### src/hdl/ooo_pkg.sv
// shared widths and types for the issue subsystem
package ooo_pkg;

    // datapath width
    localparam int XLEN = 32;

    // reorder buffer size, tag 0 is reserved to mean "value present"
    localparam int ROB_LEN = 16;

    // tag width derived from the rob size
    localparam int TAG_BITS = $clog2(ROB_LEN);

    // reservation station depth
    localparam int RS_ENTRIES = 4;

    typedef logic [XLEN-1:0] data_t;        // operand or result value
    typedef logic [TAG_BITS-1:0] rob_tag_t; // rob tag, 0 = ready

    // integer alu operations
    // shifts take the low 5 bits of operand 2
    // slt is a signed compare giving 1 or 0
    typedef enum logic [2:0] {
        ALU_ADD = 3'd0,
        ALU_SUB = 3'd1,
        ALU_AND = 3'd2,
        ALU_OR  = 3'd3,
        ALU_XOR = 3'd4,
        ALU_SLL = 3'd5,
        ALU_SRL = 3'd6,
        ALU_SLT = 3'd7
    } alu_func_e;

endpackage
### src/hdl/ooo_issue_top.sv
`timescale 1ns/1ps

// dispatch -> issue -> execute, cdb looped back into the entries
module ooo_issue_top import ooo_pkg::*; (
    input  logic      clock,
    input  logic      reset,
    input  logic      dispatch_valid,
    input  alu_func_e dispatch_func,
    input  rob_tag_t  dispatch_dest,
    input  rob_tag_t  rs1_tag,
    input  data_t     rs1_value,
    input  rob_tag_t  rs2_tag,
    input  data_t     rs2_value,
    output logic      rs_full,
    output logic      cdb_valid,
    output rob_tag_t  cdb_tag,
    output data_t     cdb_value
);

    logic [RS_ENTRIES-1:0] entry_ready;
    logic [RS_ENTRIES-1:0] issue_grant;
    alu_func_e             entry_func [RS_ENTRIES];
    rob_tag_t              entry_dest [RS_ENTRIES];
    data_t                 entry_op1  [RS_ENTRIES];
    data_t                 entry_op2  [RS_ENTRIES];
    logic                  iss_valid;
    alu_func_e             iss_func;
    rob_tag_t              iss_dest;
    data_t                 iss_op1;
    data_t                 iss_op2;

    reservation_station reservation_station_i (
        .clock          (clock),
        .reset          (reset),
        .dispatch_valid (dispatch_valid),
        .dispatch_func  (dispatch_func),
        .dispatch_dest  (dispatch_dest),
        .rs1_tag        (rs1_tag),
        .rs1_value      (rs1_value),
        .rs2_tag        (rs2_tag),
        .rs2_value      (rs2_value),
        .issue_grant    (issue_grant),
        .cdb_valid      (cdb_valid),   // wakeup path
        .cdb_tag        (cdb_tag),
        .cdb_value      (cdb_value),
        .rs_full        (rs_full),
        .entry_ready    (entry_ready),
        .entry_func     (entry_func),
        .entry_dest     (entry_dest),
        .entry_op1      (entry_op1),
        .entry_op2      (entry_op2)
    );

    issue_select issue_select_i (
        .clock       (clock),
        .reset       (reset),
        .entry_ready (entry_ready),
        .entry_func  (entry_func),
        .entry_dest  (entry_dest),
        .entry_op1   (entry_op1),
        .entry_op2   (entry_op2),
        .issue_grant (issue_grant),
        .iss_valid   (iss_valid),
        .iss_func    (iss_func),
        .iss_dest    (iss_dest),
        .iss_op1     (iss_op1),
        .iss_op2     (iss_op2)
    );

    alu_stage alu_stage_i (
        .clock     (clock),
        .reset     (reset),
        .iss_valid (iss_valid),
        .iss_func  (iss_func),
        .iss_dest  (iss_dest),
        .iss_op1   (iss_op1),
        .iss_op2   (iss_op2),
        .cdb_valid (cdb_valid),
        .cdb_tag   (cdb_tag),
        .cdb_value (cdb_value)
    );

endmodule

### src/hdl/alu_stage.sv
`timescale 1ns/1ps

// execute and broadcast
// single cycle alu feeding the registered cdb
module alu_stage import ooo_pkg::*; (
    input  logic      clock,
    input  logic      reset,
    input  logic      iss_valid,
    input  alu_func_e iss_func,
    input  rob_tag_t  iss_dest,
    input  data_t     iss_op1,
    input  data_t     iss_op2,
    output logic      cdb_valid,
    output rob_tag_t  cdb_tag,
    output data_t     cdb_value
);

    data_t      alu_result;
    logic [4:0] shamt;      // rv32 style, upper bits of op2 ignored

    assign shamt = iss_op2[4:0];

    always_comb begin
        case (iss_func)
            ALU_ADD: alu_result = iss_op1 + iss_op2;
            ALU_SUB: alu_result = iss_op1 - iss_op2;
            ALU_AND: alu_result = iss_op1 & iss_op2;
            ALU_OR:  alu_result = iss_op1 | iss_op2;
            ALU_XOR: alu_result = iss_op1 ^ iss_op2;
            ALU_SLL: alu_result = iss_op1 << shamt;
            ALU_SRL: alu_result = iss_op1 >> shamt;          // logical
            ALU_SLT: alu_result = data_t'($signed(iss_op1) < $signed(iss_op2));
            default: alu_result = '0;
        endcase
    end

    // broadcast lasts exactly one cycle per issued instruction
    always_ff @(posedge clock) begin
        if (reset)
            cdb_valid <= 1'b0;
        else
            cdb_valid <= iss_valid;
    end

    always_ff @(posedge clock) begin
        if (iss_valid) begin
            cdb_tag   <= iss_dest;
            cdb_value <= alu_result;
        end
    end

    // tag 0 on the bus would wake every resolved source
    a_cdb_tag_nonzero: assert property (@(posedge clock) disable iff (reset)
        cdb_valid |-> (cdb_tag != '0));

endmodule

### src/hdl/issue_select.sv
`timescale 1ns/1ps

// issue stage
// fixed priority pick, lowest ready index wins
module issue_select import ooo_pkg::*; (
    input  logic                  clock,
    input  logic                  reset,
    input  logic [RS_ENTRIES-1:0] entry_ready,
    input  alu_func_e             entry_func [RS_ENTRIES],
    input  rob_tag_t              entry_dest [RS_ENTRIES],
    input  data_t                 entry_op1  [RS_ENTRIES],
    input  data_t                 entry_op2  [RS_ENTRIES],
    output logic [RS_ENTRIES-1:0] issue_grant,
    output logic                  iss_valid,
    output alu_func_e             iss_func,
    output rob_tag_t              iss_dest,
    output data_t                 iss_op1,
    output data_t                 iss_op2
);

    alu_func_e sel_func;
    rob_tag_t  sel_dest;
    data_t     sel_op1;
    data_t     sel_op2;

    // isolate lowest set bit of ready
    assign issue_grant = entry_ready & (~entry_ready + 1'b1);

    // one-hot mux of the granted entry
    always_comb begin
        sel_func = ALU_ADD;
        sel_dest = '0;
        sel_op1  = '0;
        sel_op2  = '0;
        for (int i = 0; i < RS_ENTRIES; i++) begin
            if (issue_grant[i]) begin
                sel_func = entry_func[i];
                sel_dest = entry_dest[i];
                sel_op1  = entry_op1[i];
                sel_op2  = entry_op2[i];
            end
        end
    end

    always_ff @(posedge clock) begin
        if (reset)
            iss_valid <= 1'b0;
        else
            iss_valid <= |issue_grant; // no stall, one issue per cycle
    end

    always_ff @(posedge clock) begin
        if (|issue_grant) begin
            iss_func <= sel_func;
            iss_dest <= sel_dest;
            iss_op1  <= sel_op1;
            iss_op2  <= sel_op2;
        end
    end

    a_grant_legal: assert property (@(posedge clock) disable iff (reset)
        $onehot0(issue_grant) && ((issue_grant & ~entry_ready) == '0));

    // the granted entry is gone by the next cycle, never issued twice
    a_no_reissue: assert property (@(posedge clock) disable iff (reset)
        (issue_grant != '0) |=> ((entry_ready & $past(issue_grant)) == '0));

endmodule

### src/hdl/reservation_station.sv
`timescale 1ns/1ps

// dispatch stage
// steers each accepted instruction into the lowest free entry
module reservation_station import ooo_pkg::*; (
    input  logic                  clock,
    input  logic                  reset,
    input  logic                  dispatch_valid,
    input  alu_func_e             dispatch_func,
    input  rob_tag_t              dispatch_dest,
    input  rob_tag_t              rs1_tag,
    input  data_t                 rs1_value,
    input  rob_tag_t              rs2_tag,
    input  data_t                 rs2_value,
    input  logic [RS_ENTRIES-1:0] issue_grant,  // one-hot clear from issue
    input  logic                  cdb_valid,
    input  rob_tag_t              cdb_tag,
    input  data_t                 cdb_value,
    output logic                  rs_full,
    output logic [RS_ENTRIES-1:0] entry_ready,
    output alu_func_e             entry_func [RS_ENTRIES],
    output rob_tag_t              entry_dest [RS_ENTRIES],
    output data_t                 entry_op1  [RS_ENTRIES],
    output data_t                 entry_op2  [RS_ENTRIES]
);

    logic [RS_ENTRIES-1:0] entry_busy;
    logic [RS_ENTRIES-1:0] free_onehot; // lowest idle entry
    logic [RS_ENTRIES-1:0] entry_wr;
    logic                  dispatch_accept;

    // lowest zero of busy, all zero when full
    assign free_onehot = ~entry_busy & (entry_busy + 1'b1);

    // full comes from registered busy bits only, no same-cycle clear bypass
    assign rs_full         = &entry_busy;
    assign dispatch_accept = dispatch_valid && !rs_full;
    assign entry_wr        = free_onehot & {RS_ENTRIES{dispatch_accept}};

    for (genvar i = 0; i < RS_ENTRIES; i++) begin : g_entry
        rs_entry rs_entry_i (
            .clock        (clock),
            .reset        (reset),
            .wr_en        (entry_wr[i]),
            .clear        (issue_grant[i]),
            .in_func      (dispatch_func),
            .in_dest      (dispatch_dest),
            .in_rs1_tag   (rs1_tag),
            .in_rs1_value (rs1_value),
            .in_rs2_tag   (rs2_tag),
            .in_rs2_value (rs2_value),
            .cdb_valid    (cdb_valid),
            .cdb_tag      (cdb_tag),
            .cdb_value    (cdb_value),
            .busy         (entry_busy[i]),
            .ready        (entry_ready[i]),
            .func         (entry_func[i]),
            .dest         (entry_dest[i]),
            .op1          (entry_op1[i]),
            .op2          (entry_op2[i])
        );
    end

    // writes land only on idle entries
    a_write_idle: assert property (@(posedge clock) disable iff (reset)
        (entry_wr & entry_busy) == '0);

    // an accepted dispatch shows up as one more busy entry next cycle
    // unless issue frees one at the same edge
    a_dispatch_lands: assert property (@(posedge clock) disable iff (reset)
        (dispatch_accept && (issue_grant == '0)) |=>
            ($countones(entry_busy) == $countones($past(entry_busy)) + 1));

endmodule

### src/hdl/rs_entry.sv
`timescale 1ns/1ps

// one reservation station slot
// holds an instruction until both source tags resolve to 0
module rs_entry import ooo_pkg::*; (
    input  logic      clock,
    input  logic      reset,
    input  logic      wr_en,        // load a new instruction
    input  logic      clear,        // issued so free the slot
    input  alu_func_e in_func,
    input  rob_tag_t  in_dest,
    input  rob_tag_t  in_rs1_tag,
    input  data_t     in_rs1_value,
    input  rob_tag_t  in_rs2_tag,
    input  data_t     in_rs2_value,
    input  logic      cdb_valid,
    input  rob_tag_t  cdb_tag,
    input  data_t     cdb_value,
    output logic      busy,
    output logic      ready,
    output alu_func_e func,
    output rob_tag_t  dest,
    output data_t     op1,
    output data_t     op2
);

    rob_tag_t in_tag   [2];     // incoming source tags with index 0 for rs1
    data_t    in_val   [2];
    rob_tag_t src_tag  [2];     // tag still awaited, 0 once resolved
    data_t    src_val  [2];
    rob_tag_t next_tag [2];
    data_t    next_val [2];
    logic     next_busy;

    // live broadcast matches a real tag
    // tag 0 marks a resolved source and never matches the bus
    function automatic logic cdb_hit(input rob_tag_t tag);
        return cdb_valid && (tag != '0) && (cdb_tag == tag);
    endfunction

    assign in_tag[0] = in_rs1_tag;
    assign in_tag[1] = in_rs2_tag;
    assign in_val[0] = in_rs1_value;
    assign in_val[1] = in_rs2_value;

    // same wakeup rule for both sources
    always_comb begin
        for (int s = 0; s < 2; s++) begin
            next_tag[s] = src_tag[s]; // hold by default
            next_val[s] = src_val[s];
            if (wr_en) begin
                // catch a broadcast the map table has not seen yet
                next_tag[s] = cdb_hit(in_tag[s]) ? rob_tag_t'(0) : in_tag[s];
                next_val[s] = cdb_hit(in_tag[s]) ? cdb_value : in_val[s];
            end else if (busy && cdb_hit(src_tag[s])) begin
                next_tag[s] = '0;              // operand arrived
                next_val[s] = cdb_value;
            end
        end
    end

    always_comb begin
        next_busy = busy;
        if (wr_en)
            next_busy = 1'b1;
        else if (clear)
            next_busy = 1'b0;
    end

    always_ff @(posedge clock) begin
        if (reset) begin
            busy    <= 1'b0;
            src_tag <= '{default: '0};
        end else begin
            busy    <= next_busy;
            src_tag <= next_tag;
        end
    end

    // payload is only meaningful while busy
    always_ff @(posedge clock) begin
        if (wr_en) begin
            func <= in_func;
            dest <= in_dest;
        end
        src_val <= next_val;
    end

    assign ready = busy && (src_tag[0] == '0) && (src_tag[1] == '0); // one cycle after load at best
    assign op1   = src_val[0];
    assign op2   = src_val[1];

    // dispatch must never overwrite a live instruction
    a_no_overwrite: assert property (@(posedge clock) disable iff (reset)
        wr_en |-> (!busy || clear));

endmodule

### config.mk
export PLATFORM = sky130hd
export DESIGN_NAME = ooo_issue_top
export DESIGN_NICKNAME = d
export VERILOG_FILES = /design/src/hdl/ooo_pkg.sv /design/src/hdl/ooo_issue_top.sv /design/src/hdl/alu_stage.sv /design/src/hdl/issue_select.sv /design/src/hdl/reservation_station.sv /design/src/hdl/rs_entry.sv
export SDC_FILE = /design/constraint.sdc
export NUM_CORES = 1
export LEC_CHECK = 0
export BUFFER_PORTS_ARGS = -buffer_cell sky130_fd_sc_hd__buf_2
export CORE_MARGIN = 1
export CORE_UTILIZATION = 40
export CTS_BUF_LIST = sky130_fd_sc_hd__clkbuf_8
export DETAILED_ROUTE_END_ITERATION = 12
export GPL_TIMING_DRIVEN = 1
export HOLD_SLACK_MARGIN = 0.08
export SYNTH_ARGS = -nofsm -noshare
export SYNTH_HDL_FRONTEND = slang
export SYNTH_HIERARCHICAL = 1
export SYNTH_SLANG_ARGS = --single-unit
### constraint.sdc
create_clock -name clock -period 4.8 [get_ports clock]
set_clock_uncertainty 0.1 [all_clocks]
set_input_delay 0.48 -clock clock [delete_from_list [all_inputs] [get_ports clock]]
set_output_delay 0.48 -clock clock [all_outputs]
set_load 0.02 [all_outputs]
==> flow_summary.yaml, run 1 <==
worst_setup_path:
  critPathSlowestCell: "a2111oi_1"
  arrival_ns: 4.64
  path_cells: "inv_1 -> ha_1 -> inv_2 -> a2111oi_1 -> a21oi_1 -> o21ai_0 -> nand2_1 -> a22oi_1 -> o221ai_1 -> xnor2_1 -> o21ai_0"
  cp.required_ns: 5.16
  path_max_fanout: 9
  worst_path_most_repeated_cell: "o21ai_0"
  start_kind: "register"
  rr_worst_depth: 11
  crit_path_end_kind: "register"
  cpLargestDelayFamily: "compound AO/OA/AOI/OAI gates"
  cp.depth: 11
  critical_path_class: "reg -> reg"
  slowest_delay_ns: 0.68
  path_buf_inv: 2
routing:
  via_per_inst: 5.95
  drt_iter0_markers: 2222
  drc_errors: 0
  post_drt_wl_per_cell_um: 26.0
  drtPass1Iterations: 6
  detail-route-antenna-nets: 0
  routed_wl_mm: 95.7
  via_count: 21900
sta:
  tns_ns: 0
  tightest_slew_ns: 1.14
  post-route-min-period_ns: 4.28
  period_share_pct: 89.1
  slew_headroom_pct: 23.9
  setup_violations: 0
  finalHoldViolations: 0
  rsz0062_at_grt: "no"
  max_clock_freq_mhz: 234
  slew_viol_final: 0
clock_tree:
  clk_path_buf_depth: 3
  clkTransAtPathRegs_ns: 0.06
  numCtsBuffers: 79
  insertion_delay_ns: 0.71
  cts_tree: "done"
  htree_levels: 3
  post_cts_buffers: 0
  cts.sinks: 429
  clockRootBuffer: "clkbuf_8"
final_layout:
  final_common_cell: "edfxtp_1"
  fin_nets: 2863
  regArea_um2: 12500
  area_delta_synth_final_pct: 12.5
  design_area_um2: 31900
  final_cell_mix: "edfxtp_1 (391), nand2_1 (179), a21oi_1 (165), nor2_1 (160), mux2_4 (149)"
  drive_gt1_share_pct: 25.1
  fill_cells: 6515
  multi_input_area_um2: 14500
synthesis:
  ys_seq_elements: 429
  ys_warn_count: 6
  synth_cell_types: 89
  yosysSeqAreaShare_pct: 44.1
  synth.area.top_cells: "edfxtp_1 (41%), mux2_4 (7.9%), mux2_2 (4.9%), ha_1 (4.3%), a221oi_2 (3.8%)"
  dominantRegCellSynth: "edfxtp_1"
  syn_area_per_cell_um2: 11.3
  netlist_area_um2: 28400
  yosysTopAreaCell: "edfxtp_1"
  postSynth.asyncResetShare_pct: 0
  synth_edf_count: 391
  synth_nets: 2698
  synth_top_area_share_pct: 41.4
  syn-instance-count: 2517
floorplan:
  pin_count: 120
  start_util_pct: 40.5
  row_count: 97
  dieArea_um2: 72000
  die_h_um: 268
  die_x_um: 268
  core_area_um2: 70000
outcome:
  outcome: "finished clean"
global_route:
  groute.usage.overall_pct: 26.3
  grt_max_degree: 73
  overflow: 0
  grt_pass1_wl_mm: 140
  grt_pass1_vias: 21700
  antenna_found_initial: 4
min_path:
  whs_path_depth: 2
  hold_path.class: "in -> reg"
pwr:
  power_density_nw_per_um2: 351
  ir_worst_vdd_uv: 187
  p_leak_nw: 12.2
flow_run:
  maxCapViolCount: 0
place:
  dpl.hpwl_mm: 66.5
  portBuffers: 119
  gp_congestion: 1.01
  dpl_cell_area_um2: 29700
final cells by class:
class | count | area share, %
clock buffers | 82 | 3.54
well taps | 940 | 3.69
repair buffers | 244 | 5.41
multi-input cells | 1810 | 45.6
inverters | 118 | 1.39
diodes | 2 | 0.0157
flip-flops and latches | 429 | 39.2
clock inverters | 56 | 1.18
metrics by stage:
stage | hold slack [ns] | utilization [%] | setup slack, ns | power (mW) | cells
3_5_place_dp | 0.308 | 42.4 | 0.732 | 7.70 | 3469
6_report | 0.177 | 45.5 | 0.522 | 11.2 | 3681
5_1_grt | 0.150 | 45.5 | 0.453 | 11.6 | 3681
4_1_cts | 0.110 | 45.5 | 0.673 | 11.2 | 3679
3_3_place_gp | 0.309 | 42.4 | 0.636 | 7.69 | 3469
2_1_floorplan | 0.300 | - | 1.03 | 6.67 | 2517
worst register-to-register path, cell delays in order, from the launching register on:
cell and delay (ns):
edfxtp_1 0.45, inv_1 0.12, ha_1 0.53, inv_2 0.10
a2111oi_1 0.68, a21oi_1 0.26, o21ai_0 0.44, nand2_1 0.23
a22oi_1 0.39, o221ai_1 0.26, xnor2_1 0.18, o21ai_0 0.31
metal layers:
layer | vias up | wire, um | global-route usage (%)
li1 | 9921 | - | -
met2 | 843 | 45900 | 43.8
met5 | - | 11 | 0
met3 | 157 | 5420 | 3.17
met1 | 11000 | 41700 | 35.1
met4 | 2 | 2750 | 9.24
report_power, final:
part           total, mW  switching [mW]  internal (mW)
clock network       3.44            1.62           1.82
logic               3.15            1.95           1.20
registers           4.60           0.216           4.38
total               11.2            3.79           7.39
path summary, 6_finish.rpt:
| check | start | end | slack (ns) |
|---|---|---|---|
| setup / recovery | issue_select_i/iss_op1[5]$_DFFE_PP_ | alu_stage_i/cdb_value[28]$_DFFE_PP_ | 0.52 |
| hold reg to reg | issue_select_i/iss_dest[2]$_DFFE_PP_ | alu_stage_i/cdb_tag[2]$_DFFE_PP_ | 0.31 |
| setup reg to reg | issue_select_i/iss_op1[5]$_DFFE_PP_ | alu_stage_i/cdb_value[28]$_DFFE_PP_ | 0.52 |
| hold / removal | rs2_tag[0] | register | 0.18 |
what timing repair did:
action                    4_1_cts  5_1_grt
resized for setup               0        0
hold endpoints to repair      289        0
hold buffers                   72        0
Yosys cell counts (all sizes together) (6+ instances only):
cell type and instances:
and2 8, a31oi 14, mux4 16, o31ai 12, buf 98, mux2i 41
nor2b 88, or2 14, xnor2 27, mux2 272, o22ai 15, nand3 30
a21oi 166, a222oi 17, ha 97, o211ai 22, a221o 7, nor4 23
a221oi 82, nand2 187, a211oi 41, a2111oi 7, o21bai 19, o2111ai 6
nor2 165, xor2 51, nand2b 24, inv 115, dfxtp 38, a211o 7
a21o 13, edfxtp 391, clkbuf 62, o21ai 174, a31o 9, a32o 32
nor3 39, a22oi 10, nand4 6
logic make-up (layout without fill, tap and decap cells):
kind of cell / after synthesis / after routing / synth area share [%]
other: 0 / 2 / 0
XOR/XNOR: 78 / 78 / 2.41
flip-flops: 429 / 429 / 44.1
buffers and inverters: 278 / 500 / 4.81
AO/OA/AOI/OAI: 698 / 698 / 18.6
AND/OR/NAND/NOR: 606 / 606 / 10.2
multiplexers: 329 / 329 / 15.5
adder cells (fa/ha/maj): 99 / 99 / 4.42
state kept, by name (all words and copies together) (netlist names):
register	cells
alu_stage_i/cdb_tag	4
alu_stage_i/cdb_valid	1
alu_stage_i/cdb_value	32
issue_select_i/iss_dest	4
issue_select_i/iss_func	3
issue_select_i/iss_op1	32
issue_select_i/iss_op2	32
issue_select_i/iss_valid	1
reservation_station_i/g_entry.rs_entry_i/busy	4
reservation_station_i/g_entry.rs_entry_i/dest	16
reservation_station_i/g_entry.rs_entry_i/func	12
reservation_station_i/g_entry.rs_entry_i/op1	128
reservation_station_i/g_entry.rs_entry_i/op2	128
reservation_station_i/g_entry.rs_entry_i/src_tag	32
Note: power is estimated with default switching activity, not from simulation.
==> inputs of run 2 (changes only) <==
--- a/config.mk
+++ b/config.mk
@@ -5,13 +5,17 @@
 export SDC_FILE = /design/constraint.sdc
 export NUM_CORES = 1
 export LEC_CHECK = 0
+export ABC_AREA = 1
 export BUFFER_PORTS_ARGS = -buffer_cell sky130_fd_sc_hd__buf_2
+export CELL_PAD_IN_SITES_DETAIL_PLACEMENT = 0
+export CELL_PAD_IN_SITES_GLOBAL_PLACEMENT = 2
 export CORE_MARGIN = 1
-export CORE_UTILIZATION = 40
+export CORE_UTILIZATION = 38
 export CTS_BUF_LIST = sky130_fd_sc_hd__clkbuf_8
 export DETAILED_ROUTE_END_ITERATION = 12
 export GPL_TIMING_DRIVEN = 1
 export HOLD_SLACK_MARGIN = 0.08
+export PLACE_DENSITY_LB_ADDON = 0.1
 export SYNTH_ARGS = -nofsm -noshare
 export SYNTH_HDL_FRONTEND = slang
 export SYNTH_HIERARCHICAL = 1
==> run 2 against run 1 <==
  * Synthesized cell count is 68% higher
  * Via count up 40%
  * Non-clock buffer count increased by 13
  * Global-route usage increased by 6.7 points
  * Combinational power up 2%
  * Die area rose by 13%
==> flow_summary.yaml, run 2 <==
synthesis:
  syn-instance-count: 4221
  yosysSeqAreaShare_pct: 41.2
  ys_seq_elements: 429
  netlist_area_um2: 30300
  synth_common_cells: "nand2_1 (1,428), nand3_1 (851), inv_1 (401)"
  yosysTopAreaCell: "edfxtp_1"
  yosysMostFrequentCell: "nand2_1"
  postSynth.asyncResetShare_pct: 0
  synth_top_area_share_pct: 38.7
  synth_nets: 4402
  dominantRegCellSynth: "edfxtp_1"
  syn_area_per_cell_um2: 7.19
  synth_cell_types: 48
  synth_edf_count: 391
  synth.area.top_cells: "edfxtp_1 (39%), nand2_1 (18%), nand3_1 (14%), inv_1 (5.0%), ha_1 (4.0%)"
  ys_warn_count: 6
final_layout:
  final_cell_mix: "nand2_1 (1,420), nand3_1 (850), inv_1 (419), edfxtp_1 (391), nor2_1 (220)"
  drive_gt1_share_pct: 8.45
  area_delta_synth_final_pct: 11.9
  fin_nets: 4498
  design_area_um2: 33900
  fill_cells: 8308
  final_common_cell: "nand2_1"
clock_tree:
  cts_tree: "done"
  htree_levels: 3
  clk_path_buf_depth: 3
  clockRootBuffer: "clkbuf_8"
  cts.sinks: 429
  hold_buffers: 73
  cts.repair.resized: 0
  numCtsBuffers: 79
  insertion_delay_ns: 0.71
  clkTransAtPathRegs_ns: 0.06
  post_cts_buffers: 0
min_path:
  hold_path.class: "in -> reg"
floorplan:
  die_x_um: 285
  row_count: 103
  pin_count: 120
  start_util_pct: 38.4
  dieArea_um2: 81000
  die_h_um: 285
  core_area_um2: 79000
sta:
  rsz0062_at_grt: "no"
  tightest_slew_ns: 1.41
  tns_ns: 0
  finalHoldViolations: 0
  setup_violations: 0
  slew_viol_final: 0
  post-route-min-period_ns: 3.79
  slew_headroom_pct: 6.09
  max_clock_freq_mhz: 264
  period_share_pct: 78.9
routing:
  routed_wl_mm: 136
  detail-route-antenna-nets: 0
  drtPass1Iterations: 6
  via_count: 30700
  drc_errors: 0
  post_drt_wl_per_cell_um: 25.1
  via_per_inst: 5.65
  drt_iter0_markers: 3653
worst_setup_path:
  cp.required_ns: 5.09
  path_buf_inv: 1
  crit_path_end_kind: "register"
  cpLargestDelayFamily: "compound AO/OA/AOI/OAI gates"
  arrival_ns: 4.08
  worst_path_most_repeated_cell: "nor2_1"
  critPathSlowestCell: "inv_1"
  path_cells: "inv_1 -> a21oi_1 -> o21ai_0 -> nand2_1 -> o21ai_0 -> nor2_1 -> nor2_1 -> nor2_1 -> nand4_1"
  start_kind: "register"
  slowest_delay_ns: 0.80
  path_max_fanout: 31
  critical_path_class: "reg -> reg"
place:
  dpl_cell_area_um2: 31600
  gp_congestion: 1.03
  dpl.hpwl_mm: 93.8
  portBuffers: 119
global_route:
  grt_pass1_wl_mm: 197
  grt_pass1_vias: 28700
  antenna_found_initial: 6
  groute.usage.overall_pct: 33.0
  overflow: 0
  grt_max_degree: 82
flow_run:
  maxCapViolCount: 0
pwr:
  power_density_nw_per_um2: 340
  ir_worst_vdd_uv: 221
  p_leak_nw: 15.4
outcome:
  outcome: "finished clean"
[run 2: worst register-to-register path, delay by kind of cell, from the launching register on]
family,cells,cell delay (ns)
DFF,1,0.73
AOI/OAI and AO/OA,3,1.14
buffers and inverters,1,0.80
and+or+nand+nor,5,0.74
[run 2: path summary, 6_finish.rpt]
check,slack (ns),depth (start not counted),endpoint,from
min,0.13,3,register,rs1_tag[1]
max,1.01,9,alu_stage_i/cdb_value[15]$_DFFE_PP_,issue_select_i/iss_op2[0]$_DFFE_PP_
max reg2reg,1.01,9,alu_stage_i/cdb_value[15]$_DFFE_PP_,issue_select_i/iss_op2[0]$_DFFE_PP_
min reg2reg,0.33,0,alu_stage_i/cdb_tag[1]$_DFFE_PP_,issue_select_i/iss_dest[1]$_DFFE_PP_
[run 2: final cells by class]
cell class                      instances  area [um^2]  area share (%)
Inverter                              419         1570            4.63
Sequential cell                       429        12500            36.8
Antenna cell                            4         10.0          0.0295
Timing Repair Buffer                  257         1830            5.38
Tap cell                             1050         1310            3.87
Clock inverter                         59          462            1.36
Clock buffer                           84         1160            3.41
Multi-Input combinational cell       3131        15100            44.5
[run 2: logic make-up (layout without fill, tap and decap cells)]
logic type / count (synthesis) / count (layout) / share of synthesized area [%]
AND/OR/NAND/NOR: 2680 / 2680 / 38.6
buffers and inverters: 661 / 819 / 9.36
flip-flops: 429 / 429 / 41.2
AO/OA/AOI/OAI: 344 / 344 / 6.45
adder cells (fa/ha/maj): 99 / 99 / 4.13
other: 0 / 4 / 0
XOR/XNOR: 8 / 8 / 0.231
[run 2: per-layer routing]
metal	up-vias	global-route usage [%]	part of all wire [%]
met5	-	0	0.0095
met4	2	9.81	2.7
met3	220	5.96	9.1
met2	1451	50.7	44
met1	14700	47.0	44
li1	14300	-	-
[run 2: stage by stage]
step	total power, mW	util (%)	instances	worst slack (ns)	hold slack (ns)
finish	11.6	43.0	5433	1.01	0.127
global route	12.0	43.0	5432	0.961	0.113
CTS	11.5	42.9	5429	1.18	0.0837
detailed placement	7.72	40.0	5213	1.19	0.316
global placement	7.74	40.0	5213	1.12	0.303
floorplan	6.52	-	4221	1.28	0.300
[run 2: report_power, final]
part           leakage, nW  internal, mW  switching (mW)
sequential            3.94          4.37           0.209
clock                0.902          1.97            1.80
combinational         10.5         0.855            2.35
